### src/common/rv_shell_defines.svh
/*
 * Width, region count and synchroniser depth macros
 */
`ifndef RV_SHELL_DEFINES_SVH
`define RV_SHELL_DEFINES_SVH

// Address and data word width
`define RV_SHELL_ADDR_W 32

// Remap regions on each bus
`define RV_SHELL_NUM_REGIONS 2

// Register bus byte offset width
`define RV_SHELL_REG_AW 8

// Flops in each input synchroniser
`define RV_SHELL_SYNC_STAGES 2

`endif

### src/common/rv_shell_pkg.sv
/*
 * Address word type, multibit enable, register offsets, error bits
 */
`default_nettype none
`include "rv_shell_defines.svh"

package rv_shell_pkg;

  typedef logic [`RV_SHELL_ADDR_W-1:0] addr_t;

  // Only ON enables; every other code reads as off
  typedef enum logic [3:0] {
    MUBI_ON  = 4'b1010,
    MUBI_OFF = 4'b0101
  } mubi_e;

  typedef enum logic [`RV_SHELL_REG_AW-1:0] {
    REG_NMI_ENABLE  = 8'h00,
    REG_NMI_STATE   = 8'h04,
    REG_ERR_STATUS  = 8'h08,
    REG_RND_DATA    = 8'h0C,
    REG_RND_STATUS  = 8'h10,
    REG_IBUS_EN     = 8'h14,
    REG_DBUS_EN     = 8'h18,
    REG_IBUS_MATCH0 = 8'h40,
    REG_IBUS_MATCH1 = 8'h44,
    REG_IBUS_REMAP0 = 8'h60,
    REG_IBUS_REMAP1 = 8'h64,
    REG_DBUS_MATCH0 = 8'h80,
    REG_DBUS_MATCH1 = 8'h84,
    REG_DBUS_REMAP0 = 8'hA0,
    REG_DBUS_REMAP1 = 8'hA4
  } reg_addr_e;

  // Bit positions in ERR_STATUS
  typedef enum logic [1:0] {
    ERR_FATAL_INTG = 2'd0,
    ERR_FATAL_CORE = 2'd1,
    ERR_RECOV_CORE = 2'd2
  } err_bit_e;

endpackage

`default_nettype wire

### src/rtl/addr_remap.sv
/*
 * Region matcher and address rewriter for one bus
 */
`timescale 1ns/1ps
`default_nettype none
`include "rv_shell_defines.svh"

module addr_remap (
  input  rv_shell_pkg::addr_t                             addr_i,
  input  logic [`RV_SHELL_NUM_REGIONS-1:0]                region_en_i,
  input  rv_shell_pkg::addr_t [`RV_SHELL_NUM_REGIONS-1:0] region_match_i,
  input  rv_shell_pkg::addr_t [`RV_SHELL_NUM_REGIONS-1:0] region_remap_i,
  output rv_shell_pkg::addr_t                             addr_o
);
  import rv_shell_pkg::*;

  localparam int unsigned NumRegions = `RV_SHELL_NUM_REGIONS;

  addr_t [NumRegions-1:0] offset_mask;
  logic  [NumRegions-1:0] region_hit;

  for (genvar i = 0; i < NumRegions; i++) begin : gen_region
    // Trailing ones of match plus the next bit form the offset
    assign offset_mask[i] = region_match_i[i] ^ (region_match_i[i] + 1'b1);
    assign region_hit[i]  = region_en_i[i] &&
        (((addr_i ^ region_match_i[i]) & ~offset_mask[i]) == '0);
  end

  // Scan downwards so the lowest hit is applied last
  always_comb begin
    addr_o = addr_i;
    for (int i = NumRegions - 1; i >= 0; i--) begin
      if (region_hit[i]) begin
        addr_o = (region_remap_i[i] & ~offset_mask[i]) | (addr_i & offset_mask[i]);
      end
    end
  end

  a_no_region_passthru: assert final (region_en_i != '0 || addr_o == addr_i)
    else $error("address rewritten with every region disabled");

endmodule

`default_nettype wire

### src/cfg_regs/cfg_regs.sv
/*
 * Software registers: region config, NMI state and enable,
 * error status, entropy readout and the read mux
 */
`timescale 1ns/1ps
`default_nettype none
`include "rv_shell_defines.svh"

module cfg_regs (
  input  logic                                            clk_i,
  input  logic                                            rst_ni,
  input  logic                                            reg_we_i,
  input  logic                                            reg_re_i,
  input  logic [`RV_SHELL_REG_AW-1:0]                     reg_addr_i,
  input  rv_shell_pkg::addr_t                             reg_wdata_i,
  input  logic                                            nmi_wdog_i,
  input  logic                                            nmi_esc_i,
  input  logic                                            fatal_intg_i,
  input  logic                                            fatal_core_i,
  input  logic                                            recov_core_i,
  input  rv_shell_pkg::addr_t                             rnd_data_i,
  input  logic                                            rnd_valid_i,
  input  logic                                            rnd_fips_i,
  output rv_shell_pkg::addr_t                             reg_rdata_o,
  output logic [`RV_SHELL_NUM_REGIONS-1:0]                ibus_en_o,
  output rv_shell_pkg::addr_t [`RV_SHELL_NUM_REGIONS-1:0] ibus_match_o,
  output rv_shell_pkg::addr_t [`RV_SHELL_NUM_REGIONS-1:0] ibus_remap_o,
  output logic [`RV_SHELL_NUM_REGIONS-1:0]                dbus_en_o,
  output rv_shell_pkg::addr_t [`RV_SHELL_NUM_REGIONS-1:0] dbus_match_o,
  output rv_shell_pkg::addr_t [`RV_SHELL_NUM_REGIONS-1:0] dbus_remap_o,
  output logic                                            irq_nm_o,
  output logic                                            rnd_clear_o
);
  import rv_shell_pkg::*;

  localparam int unsigned NumRegions = `RV_SHELL_NUM_REGIONS;
  localparam int unsigned SyncStages = `RV_SHELL_SYNC_STAGES;

  reg_addr_e              reg_addr;
  logic [SyncStages-1:0]  esc_sync_q;
  logic [SyncStages-1:0]  wdog_sync_q;
  logic [1:0]             nmi_enable_q;
  logic [1:0]             nmi_state_q;
  logic [1:0]             nmi_set;
  logic [1:0]             nmi_clr;
  logic [2:0]             err_status_q;
  logic [2:0]             err_set;
  logic [2:0]             err_clr;
  logic [NumRegions-1:0]  ibus_en_q;
  logic [NumRegions-1:0]  dbus_en_q;
  addr_t [NumRegions-1:0] ibus_match_q;
  addr_t [NumRegions-1:0] ibus_remap_q;
  addr_t [NumRegions-1:0] dbus_match_q;
  addr_t [NumRegions-1:0] dbus_remap_q;

  assign reg_addr = reg_addr_e'(reg_addr_i);

  //////////////////////////////////////////////////////////////////////
  // NMI synchronisers and sticky state
  //////////////////////////////////////////////////////////////////////

  always_ff @(posedge clk_i or negedge rst_ni) begin
    if (!rst_ni) begin
      esc_sync_q  <= '0;
      wdog_sync_q <= '0;
    end else begin
      esc_sync_q  <= {esc_sync_q[SyncStages-2:0], nmi_esc_i};
      wdog_sync_q <= {wdog_sync_q[SyncStages-2:0], nmi_wdog_i};
    end
  end

  // Bit 0 escalation, bit 1 watchdog
  assign nmi_set  = {wdog_sync_q[SyncStages-1], esc_sync_q[SyncStages-1]};
  assign nmi_clr  = (reg_we_i && reg_addr == REG_NMI_STATE) ? reg_wdata_i[1:0] : 2'b00;
  assign irq_nm_o = |(nmi_state_q & nmi_enable_q);

  assign err_set[ERR_FATAL_INTG] = fatal_intg_i;
  assign err_set[ERR_FATAL_CORE] = fatal_core_i;
  assign err_set[ERR_RECOV_CORE] = recov_core_i;
  assign err_clr = (reg_we_i && reg_addr == REG_ERR_STATUS) ? reg_wdata_i[2:0] : 3'b000;

  //////////////////////////////////////////////////////////////////////
  // Register file
  //////////////////////////////////////////////////////////////////////

  always_ff @(posedge clk_i or negedge rst_ni) begin
    if (!rst_ni) begin
      nmi_enable_q <= '0;
      nmi_state_q  <= '0;
      err_status_q <= '0;
      ibus_en_q    <= '0;
      dbus_en_q    <= '0;
      ibus_match_q <= '0;
      ibus_remap_q <= '0;
      dbus_match_q <= '0;
      dbus_remap_q <= '0;
    end else begin
      // Hardware set beats a same-cycle clear
      nmi_state_q  <= (nmi_state_q & ~nmi_clr) | nmi_set;
      err_status_q <= (err_status_q & ~err_clr) | err_set;
      if (reg_we_i) begin
        case (reg_addr)
          REG_NMI_ENABLE:                   nmi_enable_q <= reg_wdata_i[1:0];
          REG_IBUS_EN:                      ibus_en_q <= reg_wdata_i[NumRegions-1:0];
          REG_DBUS_EN:                      dbus_en_q <= reg_wdata_i[NumRegions-1:0];
          REG_IBUS_MATCH0, REG_IBUS_MATCH1: ibus_match_q[reg_addr_i[2]] <= reg_wdata_i;
          REG_IBUS_REMAP0, REG_IBUS_REMAP1: ibus_remap_q[reg_addr_i[2]] <= reg_wdata_i;
          REG_DBUS_MATCH0, REG_DBUS_MATCH1: dbus_match_q[reg_addr_i[2]] <= reg_wdata_i;
          REG_DBUS_REMAP0, REG_DBUS_REMAP1: dbus_remap_q[reg_addr_i[2]] <= reg_wdata_i;
          default: ;
        endcase
      end
    end
  end

  assign ibus_en_o    = ibus_en_q;
  assign ibus_match_o = ibus_match_q;
  assign ibus_remap_o = ibus_remap_q;
  assign dbus_en_o    = dbus_en_q;
  assign dbus_match_o = dbus_match_q;
  assign dbus_remap_o = dbus_remap_q;

  //////////////////////////////////////////////////////////////////////
  // Read mux
  //////////////////////////////////////////////////////////////////////

  always_comb begin
    reg_rdata_o = '0;
    if (reg_re_i) begin
      case (reg_addr)
        REG_NMI_ENABLE:                   reg_rdata_o[1:0] = nmi_enable_q;
        REG_NMI_STATE:                    reg_rdata_o[1:0] = nmi_state_q;
        REG_ERR_STATUS:                   reg_rdata_o[2:0] = err_status_q;
        REG_RND_DATA:                     reg_rdata_o = rnd_data_i;
        REG_RND_STATUS:                   reg_rdata_o[1:0] = {rnd_fips_i, rnd_valid_i};
        REG_IBUS_EN:                      reg_rdata_o[NumRegions-1:0] = ibus_en_q;
        REG_DBUS_EN:                      reg_rdata_o[NumRegions-1:0] = dbus_en_q;
        REG_IBUS_MATCH0, REG_IBUS_MATCH1: reg_rdata_o = ibus_match_q[reg_addr_i[2]];
        REG_IBUS_REMAP0, REG_IBUS_REMAP1: reg_rdata_o = ibus_remap_q[reg_addr_i[2]];
        REG_DBUS_MATCH0, REG_DBUS_MATCH1: reg_rdata_o = dbus_match_q[reg_addr_i[2]];
        REG_DBUS_REMAP0, REG_DBUS_REMAP1: reg_rdata_o = dbus_remap_q[reg_addr_i[2]];
        default: ;
      endcase
    end
  end

  // Reading the entropy word empties the buffer
  assign rnd_clear_o = reg_re_i && (reg_addr == REG_RND_DATA);

  a_bus_one_strobe: assert property (@(posedge clk_i) disable iff (!rst_ni)
    !(reg_we_i && reg_re_i));

endmodule

`default_nettype wire

### src/rtl/cpu_enable_ctrl.sv
/*
 * Enable synchronisers, fatal latch, fetch-enable gate, sleep register
 */
`timescale 1ns/1ps
`default_nettype none
`include "rv_shell_defines.svh"

module cpu_enable_ctrl (
  input  logic                clk_i,
  input  logic                rst_ni,
  input  rv_shell_pkg::mubi_e lc_cpu_en_i,
  input  rv_shell_pkg::mubi_e pwrmgr_cpu_en_i,
  input  logic                fatal_core_i,
  input  logic                core_sleep_i,
  output logic                fetch_enable_o,
  output logic                core_sleeping_o
);
  import rv_shell_pkg::*;

  localparam int unsigned SyncStages = `RV_SHELL_SYNC_STAGES;

  mubi_e lc_sync_q [SyncStages];
  mubi_e pwr_sync_q [SyncStages];
  mubi_e local_en_q;

  always_ff @(posedge clk_i or negedge rst_ni) begin
    if (!rst_ni) begin
      lc_sync_q  <= '{default: MUBI_OFF};
      pwr_sync_q <= '{default: MUBI_OFF};
    end else begin
      lc_sync_q[0]  <= lc_cpu_en_i;
      pwr_sync_q[0] <= pwrmgr_cpu_en_i;
      for (int i = 1; i < SyncStages; i++) begin
        lc_sync_q[i]  <= lc_sync_q[i-1];
        pwr_sync_q[i] <= pwr_sync_q[i-1];
      end
    end
  end

  // Local enable drops for good once a fatal core error is seen
  always_ff @(posedge clk_i or negedge rst_ni) begin
    if (!rst_ni) begin
      local_en_q      <= MUBI_ON;
      core_sleeping_o <= 1'b0;
    end else begin
      if (fatal_core_i) begin
        local_en_q <= MUBI_OFF;
      end
      core_sleeping_o <= core_sleep_i;
    end
  end

  // Strict test: all three must be exactly ON
  assign fetch_enable_o = (lc_sync_q[SyncStages-1] == MUBI_ON) &&
                          (pwr_sync_q[SyncStages-1] == MUBI_ON) &&
                          (local_en_q == MUBI_ON);

  a_fatal_stops_fetch: assert property (@(posedge clk_i) disable iff (!rst_ni)
    fatal_core_i |=> !fetch_enable_o);

  a_off_input_stops_fetch: assert property (@(posedge clk_i) disable iff (!rst_ni)
    (lc_cpu_en_i != MUBI_ON || pwrmgr_cpu_en_i != MUBI_ON) |-> ##2 !fetch_enable_o);

endmodule

`default_nettype wire

### src/rtl/fault_tracker.sv
/*
 * Core error grouping and previous-exception crash dump
 */
`timescale 1ns/1ps
`default_nettype none

module fault_tracker (
  input  logic                clk_i,
  input  logic                rst_ni,
  input  logic                alert_minor_i,
  input  logic                alert_major_internal_i,
  input  logic                alert_major_bus_i,
  input  logic                double_fault_i,
  input  rv_shell_pkg::addr_t exc_pc_i,
  input  rv_shell_pkg::addr_t exc_addr_i,
  output logic                fatal_intg_o,
  output logic                fatal_core_o,
  output logic                recov_core_o,
  output logic                prev_valid_o,
  output rv_shell_pkg::addr_t prev_exc_pc_o,
  output rv_shell_pkg::addr_t prev_exc_addr_o
);

  // Event classes for ERR_STATUS and the fetch latch
  assign fatal_intg_o = alert_major_bus_i;
  assign fatal_core_o = alert_major_internal_i | double_fault_i;
  assign recov_core_o = alert_minor_i;

  always_ff @(posedge clk_i or negedge rst_ni) begin
    if (!rst_ni) begin
      prev_valid_o <= 1'b0;
    end else if (double_fault_i) begin
      prev_valid_o <= 1'b1;
    end
  end

  // Crash dump, a later double fault overwrites it
  always_ff @(posedge clk_i) begin
    if (double_fault_i) begin
      prev_exc_pc_o   <= exc_pc_i;
      prev_exc_addr_o <= exc_addr_i;
    end
  end

  a_dump_valid: assert property (@(posedge clk_i) disable iff (!rst_ni)
    double_fault_i |=> prev_valid_o);

endmodule

`default_nettype wire

### src/rtl/rnd_buffer.sv
/*
 * Entropy request and 32-bit hold buffer with clear on read
 */
`timescale 1ns/1ps
`default_nettype none

module rnd_buffer (
  input  logic                clk_i,
  input  logic                rst_ni,
  input  logic                rnd_clear_i,
  input  logic                ent_ack_i,
  input  rv_shell_pkg::addr_t ent_data_i,
  input  logic                ent_fips_i,
  output logic                ent_req_o,
  output rv_shell_pkg::addr_t rnd_data_o,
  output logic                rnd_valid_o,
  output logic                rnd_fips_o
);

  // Software read wins over a same-cycle ack
  always_ff @(posedge clk_i or negedge rst_ni) begin
    if (!rst_ni) begin
      rnd_valid_o <= 1'b0;
      rnd_data_o  <= '0;
      rnd_fips_o  <= 1'b0;
    end else if (rnd_clear_i) begin
      rnd_valid_o <= 1'b0;
      rnd_data_o  <= '0;
      rnd_fips_o  <= 1'b0;
    end else if (ent_ack_i && ent_req_o) begin
      rnd_valid_o <= 1'b1;
      rnd_data_o  <= ent_data_i;
      rnd_fips_o  <= ent_fips_i;
    end
  end

  // Request stays up until the buffer holds a word
  assign ent_req_o = ~rnd_valid_o;

  a_no_ack_when_full: assert property (@(posedge clk_i) disable iff (!rst_ni)
    ent_ack_i |-> !rnd_valid_o);

endmodule

`default_nettype wire

### src/rtl/rv_core_shell.sv
/*
 * Shell top level: registers, address remap, enables, faults, entropy
 */
`timescale 1ns/1ps
`default_nettype none
`include "rv_shell_defines.svh"

module rv_core_shell (
  input  logic                       clk_i,
  input  logic                       rst_ni,
  input  rv_shell_pkg::addr_t        instr_addr_i,
  input  rv_shell_pkg::addr_t        data_addr_i,
  input  rv_shell_pkg::mubi_e        lc_cpu_en_i,
  input  rv_shell_pkg::mubi_e        pwrmgr_cpu_en_i,
  input  logic                       core_sleep_i,
  input  logic                       alert_minor_i,
  input  logic                       alert_major_internal_i,
  input  logic                       alert_major_bus_i,
  input  logic                       double_fault_i,
  input  rv_shell_pkg::addr_t        exc_pc_i,
  input  rv_shell_pkg::addr_t        exc_addr_i,
  input  logic                       nmi_wdog_i,
  input  logic                       nmi_esc_i,
  input  logic                       reg_we_i,
  input  logic                       reg_re_i,
  input  logic [`RV_SHELL_REG_AW-1:0] reg_addr_i,
  input  rv_shell_pkg::addr_t        reg_wdata_i,
  input  logic                       ent_ack_i,
  input  rv_shell_pkg::addr_t        ent_data_i,
  input  logic                       ent_fips_i,
  output rv_shell_pkg::addr_t        instr_addr_o,
  output rv_shell_pkg::addr_t        data_addr_o,
  output logic                       fetch_enable_o,
  output logic                       core_sleeping_o,
  output logic                       irq_nm_o,
  output logic                       prev_valid_o,
  output rv_shell_pkg::addr_t        prev_exc_pc_o,
  output rv_shell_pkg::addr_t        prev_exc_addr_o,
  output rv_shell_pkg::addr_t        reg_rdata_o,
  output logic                       ent_req_o
);
  import rv_shell_pkg::*;

  // Region configuration per bus
  logic  [`RV_SHELL_NUM_REGIONS-1:0] ibus_en;
  logic  [`RV_SHELL_NUM_REGIONS-1:0] dbus_en;
  addr_t [`RV_SHELL_NUM_REGIONS-1:0] ibus_match;
  addr_t [`RV_SHELL_NUM_REGIONS-1:0] ibus_remap;
  addr_t [`RV_SHELL_NUM_REGIONS-1:0] dbus_match;
  addr_t [`RV_SHELL_NUM_REGIONS-1:0] dbus_remap;

  // Grouped core events
  logic fatal_intg;
  logic fatal_core;
  logic recov_core;

  // Entropy buffer state
  addr_t rnd_data;
  logic  rnd_valid;
  logic  rnd_fips;
  logic  rnd_clear;

  cfg_regs u_cfg_regs (
    .clk_i,
    .rst_ni,
    .reg_we_i,
    .reg_re_i,
    .reg_addr_i,
    .reg_wdata_i,
    .nmi_wdog_i,
    .nmi_esc_i,
    .fatal_intg_i (fatal_intg),
    .fatal_core_i (fatal_core),
    .recov_core_i (recov_core),
    .rnd_data_i   (rnd_data),
    .rnd_valid_i  (rnd_valid),
    .rnd_fips_i   (rnd_fips),
    .reg_rdata_o,
    .ibus_en_o    (ibus_en),
    .ibus_match_o (ibus_match),
    .ibus_remap_o (ibus_remap),
    .dbus_en_o    (dbus_en),
    .dbus_match_o (dbus_match),
    .dbus_remap_o (dbus_remap),
    .irq_nm_o,
    .rnd_clear_o  (rnd_clear)
  );

  addr_remap u_ibus_remap (
    .addr_i         (instr_addr_i),
    .region_en_i    (ibus_en),
    .region_match_i (ibus_match),
    .region_remap_i (ibus_remap),
    .addr_o         (instr_addr_o)
  );

  addr_remap u_dbus_remap (
    .addr_i         (data_addr_i),
    .region_en_i    (dbus_en),
    .region_match_i (dbus_match),
    .region_remap_i (dbus_remap),
    .addr_o         (data_addr_o)
  );

  cpu_enable_ctrl u_cpu_enable_ctrl (
    .clk_i,
    .rst_ni,
    .lc_cpu_en_i,
    .pwrmgr_cpu_en_i,
    .fatal_core_i (fatal_core),
    .core_sleep_i,
    .fetch_enable_o,
    .core_sleeping_o
  );

  fault_tracker u_fault_tracker (
    .clk_i,
    .rst_ni,
    .alert_minor_i,
    .alert_major_internal_i,
    .alert_major_bus_i,
    .double_fault_i,
    .exc_pc_i,
    .exc_addr_i,
    .fatal_intg_o (fatal_intg),
    .fatal_core_o (fatal_core),
    .recov_core_o (recov_core),
    .prev_valid_o,
    .prev_exc_pc_o,
    .prev_exc_addr_o
  );

  rnd_buffer u_rnd_buffer (
    .clk_i,
    .rst_ni,
    .rnd_clear_i (rnd_clear),
    .ent_ack_i,
    .ent_data_i,
    .ent_fips_i,
    .ent_req_o,
    .rnd_data_o  (rnd_data),
    .rnd_valid_o (rnd_valid),
    .rnd_fips_o  (rnd_fips)
  );

endmodule

`default_nettype wire

### config.mk
export PLATFORM = sky130hd
export DESIGN_NAME = rv_core_shell
export DESIGN_NICKNAME = d
export VERILOG_FILES = /design/src/common/rv_shell_pkg.sv /design/src/rtl/addr_remap.sv /design/src/cfg_regs/cfg_regs.sv /design/src/rtl/cpu_enable_ctrl.sv /design/src/rtl/fault_tracker.sv /design/src/rtl/rnd_buffer.sv /design/src/rtl/rv_core_shell.sv
export VERILOG_INCLUDE_DIRS = /design/src /design/src/common
export SDC_FILE = /design/constraint.sdc
export NUM_CORES = 1
export LEC_CHECK = 0
export BUFFER_PORTS_ARGS = -buffer_cell sky130_fd_sc_hd__buf_2
export CORE_ASPECT_RATIO = 1.2
export CORE_MARGIN = 3
export CORE_UTILIZATION = 26
export DETAILED_ROUTE_END_ITERATION = 6
export GPL_TIMING_DRIVEN = 0
export PLACE_DENSITY = 0.44
export SYNTH_ARGS = -nofsm -noshare
export SYNTH_HDL_FRONTEND = slang
export SYNTH_SLANG_ARGS = --single-unit
export TNS_END_PERCENT = 100
### constraint.sdc
create_clock -name clk_i -period 4.73 [get_ports clk_i]
set_input_delay 0.946 -clock clk_i [delete_from_list [all_inputs] [get_ports clk_i]]
set_output_delay 0.946 -clock clk_i [all_outputs]
set_load 0.05 [all_outputs]
==> results.sh, run 1 <==
export IMPL_crit_type="reg -> out"
export IMPL_rows=117
export IMPL_numCtsBuffers=47
export IMPL_fin_tns_setup_ns=-18.80
export IMPL_violations="setup timing"
export IMPL_grt_max_degree=119
export IMPL_drt_pass1_iterations=6
export IMPL_setup_viol=62
export IMPL_ant_nets=0
export IMPL_layout_setup_ws_ns=-0.428
export IMPL_synth_edf_count=64
export IMPL_syn_nets=2366
export IMPL_cap_violations=0
export IMPL_hold_path_class="reg -> reg"
export IMPL_grt_antenna_before_repair=6
export IMPL_fin_util_pct=38.8
export IMPL_ys_flop_type="dfrtp_1"
export IMPL_hold_viol=0
export IMPL_critPathLaunchType="register"
export IMPL_grtUsageTotal_pct=25.6
export IMPL_wl_per_cell_um=30.5
export IMPL_pin_count=386
export IMPL_ys_seq_area_share_pct=45.1
export IMPL_tightest_slew_ns=1.31
export IMPL_max_stage_delay_ns=0.55
export IMPL_num_vias=21900
export IMPL_ir_drop_mv=0.237
export IMPL_wirelength_um=119000
export IMPL_cts_root_buf="clkbuf_16"
export IMPL_crit_chain="nand4_1 -> a22oi_1 -> o211ai_1 -> nor4_4 -> buf_4 -> nand4_1 -> or4_4 -> buf_12 -> buf_12 -> a21oi_4 -> a211oi_2 -> a311oi_4 -> buf_6"
export IMPL_powerDensity_nw_per_um2=282
export IMPL_status="complete, but fails checks"
export IMPL_first_global_vias=22000
export IMPL_layout_drive_gt1_share_pct=49.7
export IMPL_grt_pass1_wl_um=164000
export IMPL_area_delta_synth_final_pct=48.0
export IMPL_arrival_ns=4.21
export IMPL_cts_clk_slew_worst_paths_ns=0.06
export IMPL_cts_hold_buf=0
export IMPL_ys_async_sr_fraction_pct=83.5
export IMPL_worst_path_max_fanout=7
export IMPL_cts_buffer_depth=3
export IMPL_die_x_um=274
export IMPL_cts_tree="yes"
export IMPL_syn_area_um2=22300
export IMPL_gp_congestion=1.04
export IMPL_finClkSkew_ns=0.0345
export IMPL_yosys_warnings=0
export IMPL_ys_types=85
export IMPL_cp_end_kind="output port"
export IMPL_grt_overflow=0
export IMPL_yosysTopAreaCellShare_pct=35.4
export IMPL_core_um2=85100
export IMPL_drt_iter0_drc=1825
export IMPL_h_tree_depth=2
export IMPL_max_slew_margin_pct=12.4
export IMPL_slowest_stage="dfrtp_1"
export IMPL_placedCellCount=3654
export IMPL_final_nets=2975
export IMPL_rsz0062_at_grt="yes"
export IMPL_fp_dieArea_um2=89400
export IMPL_ys_seq_elements=389
export IMPL_syn_inst=2141
export IMPL_crit_required_ns=3.78
export IMPL_clock_latency_ns=0.64
export IMPL_fmax_ghz=0.194
export IMPL_synth_top_area_cell="dfrtp_1"
export IMPL_avgSynthCellArea_um2=10.4
export IMPL_dieHeight_um=327
export IMPL_initial_utilization_pct=26.3
export IMPL_hpwl_um=90200
export IMPL_synth_top_cells_by_area="dfrtp_1 (35%), mux2_2 (13%), edfxtp_1 (8.6%)"
export IMPL_drc=0
export IMPL_leakagePower_nw=14.1
export IMPL_via_per_inst=5.58
export IMPL_post_route_period_util_pct=109
export IMPL_min_period_ns=5.16
export IMPL_drv_slew=0
export IMPL_numPortBuffers=380
export IMPL_instances_no_fill=3919
export IMPL_clkSinkCount=389
[power breakdown]
part / internal (W) / switching [W]
Combinational: 0.000553 / 0.000993
Sequential: 0.00362 / 0.000243
Clock: 0.00233 / 0.00157
Total: 0.00650 / 0.00281
[cell type report]
cell class	count	area [um^2]
fillers	8281	52000
repair buffers	590	4470
clock inverters	21	347
multi-input cells	1542	14100
plain buffers	138	1100
diodes	3	7.51
well taps	1130	1410
inverters	42	158
clock buffers	64	1300
flip-flops and latches	389	10100
[path summary, 6_finish.rpt]
path	start	to	slack (ns)	cells after the start
max	u_cfg_regs.dbus_match_o[29]	data_addr_o[18]	-0.43	13
min	u_cpu_enable_ctrl.pwr_sync_q[7]	u_cpu_enable_ctrl.pwr_sync_q[3]	0.35	0
max reg2reg	u_rnd_buffer.rnd_valid_o	u_rnd_buffer.rnd_data_o[18]	2.09	4
min reg2reg	u_cpu_enable_ctrl.pwr_sync_q[7]	u_cpu_enable_ctrl.pwr_sync_q[3]	0.35	0
max in group asynchronous	rst_ni	u_cfg_regs.ibus_match_o[32]	3.15	2
min in group asynchronous	rst_ni	u_cfg_regs.dbus_remap_o[49]	0.41	1
[layer usage]
metal,track usage [%],vias up,wire [um]
li1,-,9327,-
met1,31.1,11200,46300
met2,43.2,1069,57300
met3,3.18,317,6710
met4,15.9,4,9090
met5,0,-,17
[state kept, by name, summed over array words and instances (netlist names), 2 cells and up]
register,flops
u_cfg_regs.dbus_match_o,64
u_cfg_regs.dbus_remap_o,64
u_cfg_regs.ibus_match_o,64
u_cfg_regs.ibus_remap_o,64
u_fault_tracker.prev_exc_addr_o,32
u_fault_tracker.prev_exc_pc_o,32
u_rnd_buffer.rnd_data_o,32
u_cpu_enable_ctrl.lc_sync_q,8
u_cpu_enable_ctrl.pwr_sync_q,8
u_cfg_regs.err_status_q,3
u_cfg_regs.dbus_en_o,2
u_cfg_regs.esc_sync_q,2
u_cfg_regs.ibus_en_o,2
u_cfg_regs.nmi_enable_q,2
u_cfg_regs.nmi_state_q,2
u_cfg_regs.wdog_sync_q,2
u_cpu_enable_ctrl.local_en_q,2
[layout by cell type, fill, tap and decap left out, types with 24 or more instances in the layout]
master / netlist / routed
o22ai_1: 31 / 27
a211oi_4: 0 / 47
nand2_1: 116 / 105
and3_1: 30 / 24
buf_4: 2 / 153
a221oi_1: 29 / 27
a21oi_1: 98 / 67
o21ai_0: 27 / 24
a22oi_1: 40 / 39
buf_12: 0 / 25
buf_2: 33 / 319
buf_6: 4 / 105
clkbuf_1: 109 / 65
clkbuf_16: 0 / 60
xor2_1: 58 / 57
mux2_2: 259 / 259
dfrtp_1: 316 / 271
nand3_1: 61 / 52
mux2i_1: 55 / 52
dfrtp_2: 0 / 44
inv_1: 42 / 42
a22o_1: 48 / 48
a211oi_1: 94 / 27
edfxtp_1: 64 / 64
xnor2_1: 55 / 48
nor2_1: 130 / 99
nand4_1: 49 / 49
[Yosys cell counts, drive strengths merged (31+ instances only)]
master / number
a211oi: 94
a21oi: 98
a22o: 48
a22oi: 40
a31oi: 31
buf: 58
clkbuf: 111
dfrtp: 316
edfxtp: 64
inv: 42
mux2: 260
mux2i: 55
nand2: 116
nand3: 61
nand4: 51
nor2: 130
nor3: 59
o22ai: 31
xnor2: 55
xor2: 58
[metrics by stage]
| step | setup slack [ns] | power [W] | instance area, um^2 | hold WS, ns |
|---|---|---|---|---|
| after global routing | -0.518 | 0.00961 | 33000 | 0.359 |
| after global placement | -3.74 | 0.00521 | 26100 | 0.336 |
| final | -0.428 | 0.00931 | 33000 | 0.349 |
| after floorplan | -0.299 | 0.00457 | 22800 | 0.331 |
| after detailed placement | -1.76 | 0.00523 | 26200 | 0.341 |
| after CTS | -0.451 | 0.00934 | 31600 | 0.352 |
[cell families after synthesis]
logic type | synth area share (%)
and+or+nand+nor | 14.8
AOI/OAI and AO/OA | 15.8
DFF | 45.1
muxes | 15.8
buffers and inverters | 3.91
xor gates and xnor gates | 4.43
adders and majority gates | 0.224
[timing repair]
action,in CTS,in global routing
gates resized for setup,599,217
buffers inserted,129,69
cloned,16,3
pin swaps,111,96
endpoints found under the setup margin,94,80
[critical path, delay by kind of cell, from the launching register on]
family	cells	cell delay, ns
AO/OA/AOI/OAI	5	1.12
flip-flops	1	0.55
buffers and inverters	4	0.73
AND/OR/NAND/NOR	4	1.19
(Power assumes the default switching activity.)
==> run 2, diff against run 1 <==
--- a/config.mk
+++ b/config.mk
@@ -9,10 +9,10 @@
 export BUFFER_PORTS_ARGS = -buffer_cell sky130_fd_sc_hd__buf_2
 export CORE_ASPECT_RATIO = 1.2
 export CORE_MARGIN = 3
-export CORE_UTILIZATION = 26
+export CORE_UTILIZATION = 40
 export DETAILED_ROUTE_END_ITERATION = 6
 export GPL_TIMING_DRIVEN = 0
-export PLACE_DENSITY = 0.44
+export PLACE_DENSITY = 0.61
 export SYNTH_ARGS = -nofsm -noshare
 export SYNTH_HDL_FRONTEND = slang
 export SYNTH_SLANG_ARGS = --single-unit
==> results.sh, run 2 (synthesis gave the netlist of run 1 again) <==
export IMPL_leakagePower_nw=13.9
export IMPL_clock_latency_ns=0.59
export IMPL_core_um2=55000
export IMPL_wirelength_um=115000
export IMPL_violations="setup timing"
export IMPL_arrival_ns=4.20
export IMPL_path_buf_inv=6
export IMPL_pre_cts_ws_ns=-1.46
export IMPL_area_delta_synth_final_pct=42.2
export IMPL_instances_no_fill=3488
export IMPL_gp_congestion=0.996
export IMPL_drv_slew=0
export IMPL_fmax_ghz=0.194
export IMPL_cap_violations=0
export IMPL_placedCellCount=3245
export IMPL_initial_utilization_pct=40.6
export IMPL_drt_iter0_drc=2291
export IMPL_hpwl_um=87400
export IMPL_cts_hold_buf=0
export IMPL_grtUsageTotal_pct=37.9
export IMPL_layout_drive_gt1_share_pct=48.8
export IMPL_powerDensity_nw_per_um2=284
export IMPL_grt_overflow=0
export IMPL_mostFrequentLayoutCell="buf_2"
export IMPL_via_per_inst=6.42
export IMPL_multiInputGateArea_um2=13700
export IMPL_max_slew_margin_pct=7.38
export IMPL_fin_tns_setup_ns=-15.45
export IMPL_h_tree_depth=2
export IMPL_regArea_um2=10100
export IMPL_cts_buffer_depth=3
export IMPL_hold_viol=0
export IMPL_pin_count=386
export IMPL_slowest_stage="or4_1"
export IMPL_crit_chain="buf_4 -> nand4_1 -> buf_4 -> nor3_4 -> and4_2 -> a21oi_1 -> a211o_1 -> or4_1 -> buf_6 -> buf_12 -> buf_12 -> a31oi_4 -> a211oi_2 -> a211oi_4 -> buf_6"
export IMPL_cts_root_buf="clkbuf_16"
export IMPL_cts_tree="yes"
export IMPL_rsz0062_at_grt="yes"
export IMPL_numCtsBuffers=43
export IMPL_first_global_vias=22200
export IMPL_grt_pass1_wl_um=162000
export IMPL_num_vias=22400
export IMPL_crit_required_ns=3.78
export IMPL_drc=0
export IMPL_ir_drop_mv=0.342
export IMPL_ant_nets=0
export IMPL_whs_ns=0.347
export IMPL_drt_pass1_iterations=7
export IMPL_post_route_period_util_pct=109
export IMPL_wl_per_cell_um=33.1
export IMPL_setup_viol=60
export IMPL_cp_end_kind="output port"
export IMPL_max_stage_delay_ns=0.49
export IMPL_die_x_um=222
export IMPL_crit_family="simple AND/OR/NAND/NOR gates"
export IMPL_cts_clk_slew_worst_paths_ns=0.06
export IMPL_tightest_slew_ns=1.39
export IMPL_status="complete, but fails checks"
export IMPL_dieHeight_um=265
export IMPL_fill_cells=4813
export IMPL_power_total_w=0.00902
export IMPL_critPathLaunchType="register"
export IMPL_rows=94
export IMPL_grt_antenna_before_repair=6
export IMPL_finClkSkew_ns=0.00840
export IMPL_clkSinkCount=389
export IMPL_layout_setup_ws_ns=-0.419
export IMPL_crit_type="reg -> out"
export IMPL_min_period_ns=5.15
export IMPL_most_common_layout_cells="buf_2 (318), dfrtp_1 (264), mux2_2 (259), buf_4 (154), buf_6 (112)"
export IMPL_worst_path_max_fanout=10
export IMPL_fp_dieArea_um2=58700
export IMPL_grt_max_degree=124
export IMPL_hold_path_class="reg -> reg"
export IMPL_final_nets=2957
export IMPL_numPortBuffers=380
[run 2: area by class of cell]
type                    count  area share (%)
diodes                      2          0.0158
plain buffers             135            3.14
clock buffers              56            3.90
clock inverters            23           0.993
inverters                  42           0.496
multi-input cells        1541            43.2
flip-flops and latches    389            31.9
well taps                 720            2.84
repair buffers            580            13.5
[run 2: final timing paths]
path	from	end	slack (ns)	cells past startpoint
min in group asynchronous	rst_ni	u_cfg_regs.dbus_remap_o[6]	0.37	1
worst max register to register	u_rnd_buffer.rnd_valid_o	u_rnd_buffer.rnd_data_o[19]	2.17	4
worst max-delay path	u_cfg_regs.dbus_match_o[4]	data_addr_o[13]	-0.42	15
worst min register to register	u_cfg_regs.esc_sync_q[0]	u_cfg_regs.esc_sync_q[1]	0.35	0
worst min-delay path	u_cfg_regs.esc_sync_q[0]	u_cfg_regs.esc_sync_q[1]	0.35	0
max in group asynchronous	rst_ni	u_cfg_regs.ibus_match_o[19]	3.24	2
[run 2: per-layer routing]
| metal | part of all wire [%] | vias up | global-route usage (%) |
|---|---|---|---|
| met4 | 7.1 | 2 | 21.0 |
| met2 | 47 | 1416 | 62.7 |
| met1 | 38 | 11300 | 46.6 |
| met3 | 8.2 | 371 | 7.53 |
| met5 | 0.0095 | - | 0 |
| li1 | - | 9281 | - |
[run 2: per-stage QoR]
step | util, % | instance area (um^2)
after CTS | 56.2 | 30900
after global routing | 57.7 | 31800
after detailed placement | 46.6 | 25700
final | 57.7 | 31800
after global placement | 46.5 | 25600
after floorplan | - | 22800
[run 2: where the power goes]
part | leakage (nW) | internal, W | switching (W) | total, W
Combinational | 8.25 | 0.000526 | 0.000968 | 0.00149
Sequential | 4.86 | 0.00362 | 0.000254 | 0.00387
Clock | 0.754 | 0.00215 | 0.00150 | 0.00365
Total | 13.9 | 0.00630 | 0.00272 | 0.00902
[run 2: timing repair]
action | in CTS | in global routing
setup endpoints to repair | 94 | 89
pin swaps | 125 | 55
resized for setup | 617 | 126
buffers inserted | 150 | 33
gates cloned | 12 | 2
